**config.mk**
```make
export PLATFORM = sky130hd
export DESIGN_NAME = seq_alu
export DESIGN_NICKNAME = d
export VERILOG_FILES = /design/src/source/alu_pkg.sv /design/src/source/alu_ctrl_if.sv /design/src/source/alu_control.sv /design/src/source/alu_datapath.sv /design/src/source/seq_alu.sv
export VERILOG_INCLUDE_DIRS = /design/src /design/src/include
export SDC_FILE = /design/constraint.sdc
export NUM_CORES = 1
export LEC_CHECK = 0
export ABC_CLOCK_PERIOD_IN_PS = 3400
export BUFFER_PORTS_ARGS = -buffer_cell sky130_fd_sc_hd__clkbuf_2
export CAP_MARGIN = 30
export CORE_MARGIN = 4
export CORE_UTILIZATION = 25
export DETAILED_ROUTE_END_ITERATION = 7
export GPL_TIMING_DRIVEN = 0
export PLACE_DENSITY_LB_ADDON = 0.2
export SLEW_MARGIN = 40
export SYNTH_ARGS = -nofsm -noshare
export SYNTH_HDL_FRONTEND = slang
export SYNTH_HIERARCHICAL = 1
export SYNTH_SLANG_ARGS = --single-unit
```
**constraint.sdc**
```tcl
create_clock -name clk -period 3.4 [get_ports clk]
set_input_delay 0.17 -clock clk [delete_from_list [all_inputs] [get_ports clk]]
set_output_delay 0.17 -clock clk [all_outputs]
set_load 0.02 [all_outputs]
```
**src/include/alu_defines.svh**
```systemverilog
// sequential alu widths, booth step count and op code size
`ifndef ALU_DEFINES_SVH
`define ALU_DEFINES_SVH

// operand and result word width, signed
`define ALU_WIDTH 8

// radix-4 booth retires two multiplier bits per step
`define ALU_RADIX4_STEPS (`ALU_WIDTH / 2)

// 00 add, 01 sub, 10 mul; 11 is not a legal code
`define ALU_OP_WIDTH 2

`endif

```
**src/source/alu_pkg.sv**
```systemverilog
// alu package with the word, accumulator, op code and FSM state types
`default_nettype none
`include "alu_defines.svh"

package alu_pkg;

    typedef logic [`ALU_WIDTH-1:0] word_t;  // one bus word / operand

    // A register, two guard bits so that +-2M can never overflow it
    typedef logic [`ALU_WIDTH+1:0] acc_t;

    typedef logic [$clog2(`ALU_RADIX4_STEPS)-1:0] step_t;  // radix-4 step counter

    typedef enum logic [`ALU_OP_WIDTH-1:0] {
        op_add = 2'b00,
        op_sub = 2'b01,
        op_mul = 2'b10  // code 11 left unassigned and rejected by control
    } op_t;

    // one-hot encoding, one flop per state
    typedef enum logic [8:0] {
        st_idle          = 9'b0_0000_0001,
        st_load_first    = 9'b0_0000_0010,  // A (add/sub) or Q (mul) from inbus
        st_load_m        = 9'b0_0000_0100,
        st_add           = 9'b0_0000_1000,  // A <= A +- M or A +- 2M
        st_rshift        = 9'b0_0001_0000,
        st_rshift_double = 9'b0_0010_0000,  // second shift of the step
        st_count         = 9'b0_0100_0000,
        st_push_a        = 9'b0_1000_0000,
        st_push_q        = 9'b1_0000_0000
    } state_t;

endpackage

`default_nettype wire

```
**src/source/alu_ctrl_if.sv**
```systemverilog
// control unit to datapath link, strobes one way and Q status bits back
`default_nettype none

interface alu_ctrl_if;

    logic       load_a;     // A <= inbus, sign extended
    logic       load_q;     // Q <= inbus
    logic       load_m;     // M <= inbus, sign extended
    logic       init_mul;   // clear A and Q[-1] alongside load_q
    logic       add_en;     // A <= adder result
    logic       select_2m;  // addend is 2M instead of M
    logic       subtract;   // adder subtracts
    logic       rshift;     // one bit arithmetic shift of A:Q:Q[-1]
    logic       push_a;     // outbus <= low word of A
    logic       push_q;     // outbus <= Q
    logic [2:0] q_bits;     // {Q[1], Q[0], Q[-1]} for booth recoding

    modport ctrl (
        output load_a, load_q, load_m, init_mul,
        output add_en, select_2m, subtract, rshift,
        output push_a, push_q,
        input  q_bits
    );

    modport dp (
        input  load_a, load_q, load_m, init_mul,
        input  add_en, select_2m, subtract, rshift,
        input  push_a, push_q,
        output q_bits
    );

endinterface

`default_nettype wire

```
**src/source/alu_control.sv**
```systemverilog
// alu control unit, one-hot FSM that sequences add/sub and radix-4 booth multiply
`default_nettype none
`include "alu_defines.svh"

module alu_control (
    input  wire logic         clk,
    input  wire logic         arst_n,
    input  wire logic         begin_op,
    input  wire alu_pkg::op_t op_code,
    output logic              busy,
    output logic              done,
    alu_ctrl_if.ctrl          ctrl
);

    alu_pkg::state_t state;      // current state
    alu_pkg::state_t state_nxt;  // strobes are decoded from this one
    alu_pkg::op_t    op_lat;     // op code held for the whole operation
    alu_pkg::step_t  step_cnt;   // radix-4 steps already finished

    logic op_legal;   // 11 is rejected at begin
    logic is_mul;
    logic booth_add;  // recoded digit is nonzero
    logic last_step;

    assign op_legal = (op_code == alu_pkg::op_add) || (op_code == alu_pkg::op_sub)
                   || (op_code == alu_pkg::op_mul);
    assign is_mul    = (op_lat == alu_pkg::op_mul);
    assign booth_add = (|ctrl.q_bits) & ~(&ctrl.q_bits);  // 000 and 111 skip the add
    assign last_step = (step_cnt == alu_pkg::step_t'(`ALU_RADIX4_STEPS - 1));

    // state register, idle flop comes out of reset set
    always_ff @(posedge clk or negedge arst_n) begin
        if (!arst_n) begin
            state <= alu_pkg::st_idle;
        end else begin
            state <= state_nxt;
        end
    end

    always_comb begin
        state_nxt = state;
        case (state)
            alu_pkg::st_idle: begin
                if (begin_op && op_legal) begin  // begin with code 11 stays here
                    state_nxt = alu_pkg::st_load_first;
                end
            end
            alu_pkg::st_load_first: state_nxt = alu_pkg::st_load_m;
            alu_pkg::st_load_m: begin
                if (!is_mul || booth_add) begin
                    state_nxt = alu_pkg::st_add;
                end else begin
                    state_nxt = alu_pkg::st_rshift;  // first digit is zero
                end
            end
            alu_pkg::st_add: begin
                state_nxt = is_mul ? alu_pkg::st_rshift : alu_pkg::st_push_a;
            end
            alu_pkg::st_rshift: state_nxt = alu_pkg::st_rshift_double;
            alu_pkg::st_rshift_double: begin
                state_nxt = last_step ? alu_pkg::st_push_a : alu_pkg::st_count;
            end
            alu_pkg::st_count: begin
                state_nxt = booth_add ? alu_pkg::st_add : alu_pkg::st_rshift;
            end
            alu_pkg::st_push_a: begin
                state_nxt = is_mul ? alu_pkg::st_push_q : alu_pkg::st_idle;
            end
            alu_pkg::st_push_q: state_nxt = alu_pkg::st_idle;
            default:            state_nxt = alu_pkg::st_idle;  // lost one-hot, recover
        endcase
    end

    // op code latched on the sampling edge, running ops ignore begin_op
    always_ff @(posedge clk or negedge arst_n) begin
        if (!arst_n) begin
            op_lat <= alu_pkg::op_add;
        end else if (state_nxt == alu_pkg::st_load_first) begin
            op_lat <= op_code;
        end
    end

    always_ff @(posedge clk or negedge arst_n) begin
        if (!arst_n) begin
            step_cnt <= '0;
        end else if (state_nxt == alu_pkg::st_load_m) begin
            step_cnt <= '0;  // fresh count per multiply
        end else if (state_nxt == alu_pkg::st_count) begin
            step_cnt <= step_cnt + alu_pkg::step_t'(1);
        end
    end

    // load strobes, only reached from idle so op_code is still the live input
    assign ctrl.load_a   = (state_nxt == alu_pkg::st_load_first) && (op_code != alu_pkg::op_mul);
    assign ctrl.load_q   = (state_nxt == alu_pkg::st_load_first) && (op_code == alu_pkg::op_mul);
    assign ctrl.init_mul = ctrl.load_q;
    assign ctrl.load_m   = (state_nxt == alu_pkg::st_load_m);

    // adder control
    assign ctrl.add_en    = (state_nxt == alu_pkg::st_add);
    assign ctrl.select_2m = ctrl.add_en && is_mul
                         && ((ctrl.q_bits == 3'b011) || (ctrl.q_bits == 3'b100));  // +-2M digits
    assign ctrl.subtract  = ctrl.add_en
                         && (is_mul ? ctrl.q_bits[2] : (op_lat == alu_pkg::op_sub));

    assign ctrl.rshift = (state_nxt == alu_pkg::st_rshift)
                      || (state_nxt == alu_pkg::st_rshift_double);

    assign ctrl.push_a = (state_nxt == alu_pkg::st_push_a);
    assign ctrl.push_q = (state_nxt == alu_pkg::st_push_q);

    // done lines up with out_valid of the last word
    assign done = ((state == alu_pkg::st_push_a) && !is_mul) || (state == alu_pkg::st_push_q);
    assign busy = (state != alu_pkg::st_idle);

endmodule

`default_nettype wire

```
**src/source/alu_datapath.sv**
```systemverilog
// alu datapath, A/Q/Q[-1]/M registers with booth adder, shifter and output register
`default_nettype none
`include "alu_defines.svh"

module alu_datapath (
    input  wire logic           clk,
    input  wire logic           arst_n,
    input  wire alu_pkg::word_t inbus,
    output alu_pkg::word_t      outbus,
    output logic                out_valid,
    alu_ctrl_if.dp              dp
);

    localparam int acc_w = $bits(alu_pkg::acc_t);
    localparam int ext_w = acc_w - `ALU_WIDTH;  // guard bits above a word

    alu_pkg::acc_t  a_reg;    // accumulator, high product word ends up in its low bits
    alu_pkg::word_t q_reg;    // multiplier, low product word at the end
    logic           q_m1;     // Q[-1]
    alu_pkg::acc_t  m_reg;    // sign extended second operand

    alu_pkg::acc_t  in_ext;   // inbus widened to accumulator size
    alu_pkg::acc_t  addend;   // M or 2M
    alu_pkg::acc_t  add_b;    // addend, inverted when subtracting
    alu_pkg::acc_t  sum;

    assign in_ext = {{ext_w{inbus[`ALU_WIDTH-1]}}, inbus};

    assign addend = dp.select_2m ? {m_reg[acc_w-2:0], 1'b0} : m_reg;
    assign add_b  = addend ^ {acc_w{dp.subtract}};
    assign sum    = a_reg + add_b + alu_pkg::acc_t'(dp.subtract);  // two's complement sub

    assign dp.q_bits = {q_reg[1:0], q_m1};

    // A register
    always_ff @(posedge clk) begin
        if (dp.load_a) begin
            a_reg <= in_ext;
        end else if (dp.init_mul) begin
            a_reg <= '0;
        end else if (dp.add_en) begin
            a_reg <= sum;
        end else if (dp.rshift) begin
            a_reg <= {a_reg[acc_w-1], a_reg[acc_w-1:1]};  // keep sign
        end
    end

    // Q and Q[-1] shift along under A
    always_ff @(posedge clk) begin
        if (dp.load_q) begin
            q_reg <= inbus;
        end else if (dp.rshift) begin
            q_reg <= {a_reg[0], q_reg[`ALU_WIDTH-1:1]};
        end
    end

    always_ff @(posedge clk) begin
        if (dp.init_mul) begin
            q_m1 <= 1'b0;
        end else if (dp.rshift) begin
            q_m1 <= q_reg[0];
        end
    end

    always_ff @(posedge clk) begin
        if (dp.load_m) begin
            m_reg <= in_ext;
        end
    end

    // output register, one cycle strobe per pushed word
    always_ff @(posedge clk or negedge arst_n) begin
        if (!arst_n) begin
            outbus    <= '0;
            out_valid <= 1'b0;
        end else begin
            out_valid <= dp.push_a | dp.push_q;
            if (dp.push_a) begin
                outbus <= a_reg[`ALU_WIDTH-1:0];  // sum, or product high word
            end else if (dp.push_q) begin
                outbus <= q_reg;  // product low word
            end
        end
    end

endmodule

`default_nettype wire

```
**src/source/seq_alu.sv**
```systemverilog
// sequential signed alu top, control unit and datapath behind plain ports
`default_nettype none
`include "alu_defines.svh"

module seq_alu (
    input  wire logic                     clk,
    input  wire logic                     arst_n,
    input  wire logic                     begin_op,   // one cycle start pulse
    input  wire logic [`ALU_OP_WIDTH-1:0] op_code,
    input  wire alu_pkg::word_t           inbus,      // x with begin_op, y next cycle
    output alu_pkg::word_t                outbus,
    output logic                          out_valid,
    output logic                          done,       // with the last word
    output logic                          busy
);

    // raw code into the enum type, 11 passes through and is rejected by control
    alu_pkg::op_t op_code_e;

    assign op_code_e = alu_pkg::op_t'(op_code);

    alu_ctrl_if ctrl_bus ();

    alu_control i_alu_control (
        .clk      (clk),
        .arst_n   (arst_n),
        .begin_op (begin_op),
        .op_code  (op_code_e),
        .busy     (busy),
        .done     (done),
        .ctrl     (ctrl_bus.ctrl)
    );

    alu_datapath i_alu_datapath (
        .clk       (clk),
        .arst_n    (arst_n),
        .inbus     (inbus),
        .outbus    (outbus),
        .out_valid (out_valid),
        .dp        (ctrl_bus.dp)
    );

endmodule

`default_nettype wire

```
==> results_dict.tcl, run 1 <==
set metrics [dict create \
    postPlaceCellArea_mm2 0.003336 \
    synth_seq_cells 49 \
    setup_violations 1 \
    clockRootBuffer "clkbuf_16" \
    crit_path_start "i_alu_control/state[8]" \
    io_buffer_count 23 \
    cp_max_fo 5 \
    post_drt_wl_per_cell_um 16.11 \
    synth_area_leaders "edfxtp_1, dfrtp_1, mux2i_1" \
    start_kind "register" \
    clkLatencyLatePin_ps 290 \
    die_h_um 117.8 \
    clkSlewWorstSetupHoldPaths_ps 70 \
    rsz0062_at_grt "yes" \
    largest_reg_flops 10 \
    drive_gt1_share_pct 30.33 \
    layout_min_cycle_time_ps 3413 \
    cp.arrival_ps 3530 \
    finalNetCount 355 \
    slew_violations 0 \
    ys.flop_type "edfxtp_1" \
    leakage_nw 1.453 \
    yosys.area_share.xor_xnor_pct 4.355 \
    cts.sink_count 49 \
    setup_ws_ps -12.95 \
    cts_tree "done" \
    violations "setup timing" \
    cp.required_ps 3520 \
    cts_max_level 2 \
    r2r_cells 14 \
    grt_overflow 0 \
    antenna_found_initial 0 \
    via_per_inst 4.821 \
    criticalPathCategory "reg2reg" \
    ys_seq_area_share_pct 44.84 \
    timing.final.crit_share_pct 100.4 \
    dp_hpwl_um 5628 \
    synth_edf_count 26 \
    end_kind "register" \
    pre_cts_slack_ps -386.4 \
    r2r_slack_ps -10 \
    area_delta_synth_final_pct 22.60 \
    hp-class "in2reg" \
    fmax_ghz 0.2930 \
    clockBufferDepth 2 \
    maxCapViolations 0 \
    drt_iter0_drc 177 \
    synth_top_cell_by_area "edfxtp_1" \
    antennaDiodeCount 0 \
    outcome "complete, but fails checks" \
    p_per_area_mw_per_mm2 645.4 \
    synth_top_area_share_pct 25.88 \
    dr_total_vias 2295 \
    grt_pass1_wl_um 12320 \
    slew_headroom_pct 46.58 \
    ir_drop_v 0.0003183 \
    worstMarginPinSlew_ps 792.7 \
    yosysMostFrequentCell "nand2_1" \
    start_util_pct 25.98 \
    dieArea_mm2 0.01389 \
    total_power_mw 2.387 \
    post-route-drc-count 0 \
    timing.rr.end "i_alu_datapath/a_reg[9]" \
    ant_nets 0 \
    fin_area_mm2 0.003699 \
    yosysWarnings 6 \
    synth_common_cells "nand2_1, edfxtp_1, dfrtp_1, mux2i_1, o21ai_0" \
    synthMuxAreaShare_pct 10.95 \
    wl_um 7666 \
    die-width_um 117.8 \
    synth.avg_cell_area_um2 10.55 \
    fin_worst_skew_ps 6.539 \
    grt_pass1_vias 2236 \
    syn_nets 309 \
    grt_usage_pct 11.08 \
    coreArea_mm2 0.01161 \
    dr.pass1.iters 4 \
    synthAdderAreaFrac_pct 4.397 \
    io_pins 24 \
    rows 39 \
    synth_simple_gate_area_share_pct 17.75 \
    grt_max_degree 23 \
    r2r_start "i_alu_control/state[8]" \
    netlist_area_mm2 0.003017 \
    synth-compound-area-share_pct 13.85 \
    endpoint "i_alu_datapath/a_reg[9]" \
    ys_types 62 \
    synthArstFlopShare_pct 44.90 \
    routabilityCongestion 0.7604 \
    cts_buffers 5 \
    hold_viol_final 0 \
    syn_inst 286 \
    synth_top_family_by_area "simple AND/OR/NAND/NOR gates" \
]
[worst max-delay path, stage by stage, from the launching register on]
cell     delay (ps)
dfrtp_2         440
nor4_4          300
and4_4          290
a31oi_4          50
nor3_2          140
buf_6           150
mux2i_2         210
xnor2_1         100
ha_1            330
buf_4           120
nand2_1          60
o211a_1         230
or4_4           440
and3_4          200
o41ai_2         180
[layer usage]
metal / GRT usage, % / wire [um]
met3: 1.346 / 261
met1: 16.13 / 3753
met2: 16.89 / 3530
met4: 3.956 / 121
met5: 0 / 0
[cells in the final DEF, fill, tap and decap left out, types with 10 or more instances in the layout]
cell and count:
nor2_1 18, dfrtp_1 19, edfxtp_1 26, mux2i_1 17
buf_4 19, xnor2_1 10, clkbuf_2 23, o21ai_0 20
nand2_1 29, a21oi_1 14
[stage by stage]
stage          util [%]  hold WS (ps)  std cells  TNS [ps]
2_1_floorplan         -        -125.6        286         0
5_1_grt           31.85         90.42        476    -797.3
4_1_cts           30.92         85.72        469    -219.4
3_5_place_dp      28.72         210.2        452     -1659
3_3_place_gp      28.66         212.5        452     -1856
6_report          31.85         97.96        476    -12.95
[cell families after synthesis]
kind of cell,after synthesis
simple gates,96
compound gates,63
flops,49
mux,31
buf+inv,22
xor+xnor,15
fa+ha+maj,10
[layout make-up]
class,instances,area [um^2]
fillers,1200,7915
clock buffers,5,125.1
plain buffers,13,80.08
flip-flops and latches,49,1355
repair buffers,40,249.0
multi-input cells,215,1663
clock inverters,3,17.52
well taps,143,178.9
inverters,8,30.03
[timing repair]
action / in CTS / in global routing
setup endpoints to repair: 8 / 7
resized for setup: 12 / 14
pin swaps: 13 / 14
setup buffers: 8 / 8
hold buffers: 1 / 0
endpoints found under the hold margin: 21 / 0
[worst min-delay path by stage]
stage | slack [ps] | to | cells past startpoint | startpoint
after global routing | 90 | i_alu_datapath/m_reg[2] | 1 | inbus[2]
after CTS | 90 | i_alu_datapath/m_reg[2] | 1 | inbus[2]
after global placement | 210 | i_alu_control/step_cnt[0] | 1 | arst_n
after floorplan | -130 | i_alu_control/op_lat[0] | 0 | arst_n
after detailed placement | 210 | i_alu_control/state[6] | 1 | arst_n
final | 100 | i_alu_datapath/m_reg[6] | 1 | inbus[6]
[power breakdown]
part / internal (mW) / total [mW] / switching, mW
clock: 0.270 / 0.491 / 0.220
combinational: 0.452 / 1.00 / 0.552
sequential: 0.781 / 0.892 / 0.111
Note: power is estimated with default switching activity, not from simulation.
==> run 2, diff against run 1 <==
--- a/config.mk
+++ b/config.mk
@@ -6,6 +6,7 @@
 export SDC_FILE = /design/constraint.sdc
 export NUM_CORES = 1
 export LEC_CHECK = 0
+export ABC_AREA = 1
 export ABC_CLOCK_PERIOD_IN_PS = 3400
 export BUFFER_PORTS_ARGS = -buffer_cell sky130_fd_sc_hd__clkbuf_2
 export CAP_MARGIN = 30
==> run 2 against run 1 <==
Against the previous run:
- the run now ends clean
- final area decreased by 2.8%
- fmax increased by 13%
- non-clock buffer count decreased by 17
- clock power increased by 5.7%
- area after synthesis increased by 2.8%
- largest cell class unchanged
- total power increased by 1.2%
- sequential power increased by 3.3%
- register-to-register slack improved by 390 ps
- critical endpoint is now i_alu_datapath/a_reg[8]
- die area increased by 2.6%
- clock skew increased by 0.98 ps
- first-iteration DRC count decreased by 49%
==> results_dict.tcl, run 2 <==
set metrics [dict create \
    worstMarginPinSlew_ps 594.6 \
    cp.arrival_ps 3080 \
    pre_cts_slack_ps 183.6 \
    seqPwrFrac_pct 38.1 \
    clockRootBuffer "clkbuf_16" \
    timing.rr.end "i_alu_datapath/a_reg[8]" \
    synth.avg_cell_area_um2 8.159 \
    slew_headroom_pct 60.36 \
    r2r_cells 21 \
    io_pins 24 \
    cp_num_buf_inv 3 \
    cp.required_ps 3460 \
    cts_max_level 2 \
    die_h_um 119.4 \
    setup_violations 0 \
    finalNetCount 434 \
    p_per_area_mw_per_mm2 672.2 \
    grt_max_degree 23 \
    rows 40 \
    yosysWarnings 6 \
    multi_input_area_mm2 0.001438 \
    dr.pass1.iters 4 \
    ir_drop_v 0.0002471 \
    synth_edf_count 26 \
    dp_hpwl_um 5997 \
    netlist_area_mm2 0.003100 \
    slowest_delay_ps 410 \
    dieArea_mm2 0.01425 \
    ys_seq_area_share_pct 43.62 \
    synth_seq_cells 49 \
    clockBufferDepth 2 \
    cp_cell_sequence "buf_4, nand2_1, nand2_1, o21ai_2, nand3_1, nand2_1, nand2_2, nor2_1, buf_6, inv_8, nand2_1, nand2_1, xor2_1, fa_2, nand3b_1, nand2_2, nand3_1, nand3_1, nand2_1, o21ai_0, nand2_1" \
    cts_tree "done" \
    synth_top_area_share_pct 25.18 \
    clkLatencyLatePin_ps 300 \
    end_kind "register" \
    drive_gt1_share_pct 19.90 \
    timing.final.crit_share_pct 88.97 \
    via_per_inst 4.309 \
    area_delta_synth_final_pct 15.90 \
    switching_share_pct 40.43 \
    criticalPathCategory "reg2reg" \
    clkPwrFrac_pct 21.5 \
    r2r_slack_ps 370 \
    synth_top_cell_by_area "edfxtp_1" \
    synthArstFlopShare_pct 44.90 \
    hold_path_depth 1 \
    r2r_start "i_alu_datapath/q_reg[0]" \
    cts_buffers 5 \
    slew_violations 0 \
    clkSlewWorstSetupHoldPaths_ps 70 \
    p_comb_share_pct 40.4 \
    grt_pass1_wl_um 12760 \
    dr_total_vias 2499 \
    fin_worst_skew_ps 7.516 \
    holdPathEnd "i_alu_datapath/m_reg[0]" \
    net-switching-power_mw 0.9765 \
    synth_area_leaders "edfxtp_1, dfrtp_1, nand2_1" \
    hp-class "in2reg" \
    grt_pass1_vias 2489 \
    tns_ps 0 \
    syn_nets 403 \
    setup_ws_ps 374.9 \
    syn_inst 380 \
    cpMostUsedCell "nand2_1" \
    post_drt_wl_per_cell_um 13.23 \
    seqCellArea_mm2 0.001353 \
    ys.flop_type "edfxtp_1" \
    fmax_ghz 0.3306 \
    io_buffer_count 23 \
    layout_common_cells "nand2_1, inv_1, nor2_1, edfxtp_1, clkbuf_2" \
    routabilityCongestion 0.7891 \
    start_util_pct 25.71 \
    post-route-drc-count 0 \
    ant_nets 0 \
    coreArea_mm2 0.01206 \
    largest_reg_flops 10 \
    outcome "complete, no violations" \
    min-delay-start "inbus[0]" \
    yosysMostFrequentCell "nand2_1" \
    n_fill_cell 1324 \
    grt_overflow 0 \
    antenna_found_initial 0 \
    leakage_nw 1.726 \
    p_int_mw 1.439 \
    rsz0062_at_grt "no" \
    grt_usage_pct 11.37 \
    maxCapViolations 0 \
    slowest_stage "edfxtp_1" \
    cpLargestDelayFamily "simple AND/OR/NAND/NOR gates" \
    cp_max_fo 9 \
    antennaDiodeCount 0 \
    die-width_um 119.4 \
    ys_types 41 \
    drt_iter0_drc 90 \
    layout_min_cycle_time_ps 3025 \
    layout_commonest_cell "nand2_1" \
    synth_common_cells "nand2_1, inv_1, nor2_1" \
    wl_um 7672 \
    cts.sink_count 49 \
    start_kind "register" \
    hold_viol_final 0 \
]
run 2: cell types whose count changed after synthesis, moves of 6 or more:
cell     before  now
inv_2         0    6
o22ai_1       0    8
nand2_2       0    6
nor2_1       18   30
mux2i_1      21    0
mux2_2        8    0
nand3_1       8   19
xnor2_1      10    3
nand2_1      30   89
a31oi_1       1    7
nor2_2        0    7
inv_1         7   54
run 2: per-stage QoR:
step	area [um^2]	total power [mW]	hold slack [ps]	cells	utilization, %
after floorplan	3100	1.625	-125.6	380	-
after global placement	3426	1.898	209.7	571	28.40
after detailed placement	3426	1.909	208.8	571	28.40
after CTS	3585	2.449	84.82	580	29.72
after global routing	3593	2.614	85.25	580	29.79
final	3593	2.415	88.88	580	29.79
run 2: repair_timing:
item	in CTS	in global routing
resized for setup	0	3
endpoints found under the setup margin	0	4
endpoints found under the hold margin	21	0
hold buffers	1	0
setup buffers	0	0
run 2: layer usage:
| layer | vias up | GRT usage (%) | share of wire [%] |
|---|---|---|---|
| li1 | 1292 | - | - |
| met1 | 1167 | 15.61 | 50 |
| met2 | 31 | 17.70 | 46 |
| met3 | 9 | 2.374 | 2.9 |
| met4 | 0 | 4.009 | 1.7 |
| met5 | - | 0 | 0 |
run 2: worst reg2reg max path, stage by stage, from the launching register on:
cell and delay (ps):
edfxtp_1 410, buf_4 160, nand2_1 70, nand2_1 60
o21ai_2 80, nand3_1 90, nand2_1 80, nand2_2 70
nor2_1 120, buf_6 170, inv_8 60, nand2_1 60
nand2_1 50, xor2_1 170, fa_2 390, nand3b_1 180
nand2_2 120, nand3_1 110, nand3_1 80, nand2_1 50
o21ai_0 150, nand2_1 60
run 2: cell families after synthesis:
| group | count (synthesis) | share of synthesized area (%) |
|---|---|---|
| adder cells (fa/ha/maj) | 10 | 4.278 |
| XOR/XNOR | 11 | 3.350 |
| AND/OR/NAND/NOR | 170 | 26.27 |
| flip-flops | 49 | 43.62 |
| AO/OA/AOI/OAI | 67 | 12.19 |
| buffers and inverters | 73 | 10.29 |
run 2: power by group through the flow:
| stage | sequential (mW) | combinational [mW] | clock (mW) |
|---|---|---|---|
| finish | 0.921 | 0.976 | 0.519 |
| global route | 0.941 | 1.11 | 0.564 |
| CTS | 0.923 | 0.980 | 0.545 |
| detailed placement | 0.936 | 0.973 | 0 |
| global placement | 0.932 | 0.966 | 0 |
| floorplan | 0.954 | 0.671 | 0 |
run 2: area by class of cell:
class                   count  area share, %
repair buffers             24          3.482
inverters                  61          6.581
flip-flops and latches     49          37.64
clock inverters             3         0.6616
well taps                 168          5.850
clock buffers               5          3.482
multi-input cells         258          40.01
plain buffers              12          2.298
run 2: how the worst max path moves through the flow:
stage	start	endpoint	slack [ps]	cells after the start
2_1_floorplan	i_alu_datapath/q_reg[0]	i_alu_datapath/a_reg[8]	570	21
3_3_place_gp	i_alu_datapath/q_reg[0]	i_alu_datapath/a_reg[8]	260	21
3_5_place_dp	i_alu_datapath/q_reg[0]	i_alu_datapath/a_reg[8]	180	21
4_1_cts	i_alu_datapath/q_reg[0]	i_alu_datapath/a_reg[8]	180	21
5_1_grt	i_alu_datapath/q_reg[0]	i_alu_datapath/a_reg[8]	5	20
6_report	i_alu_datapath/q_reg[0]	i_alu_datapath/a_reg[8]	370	21
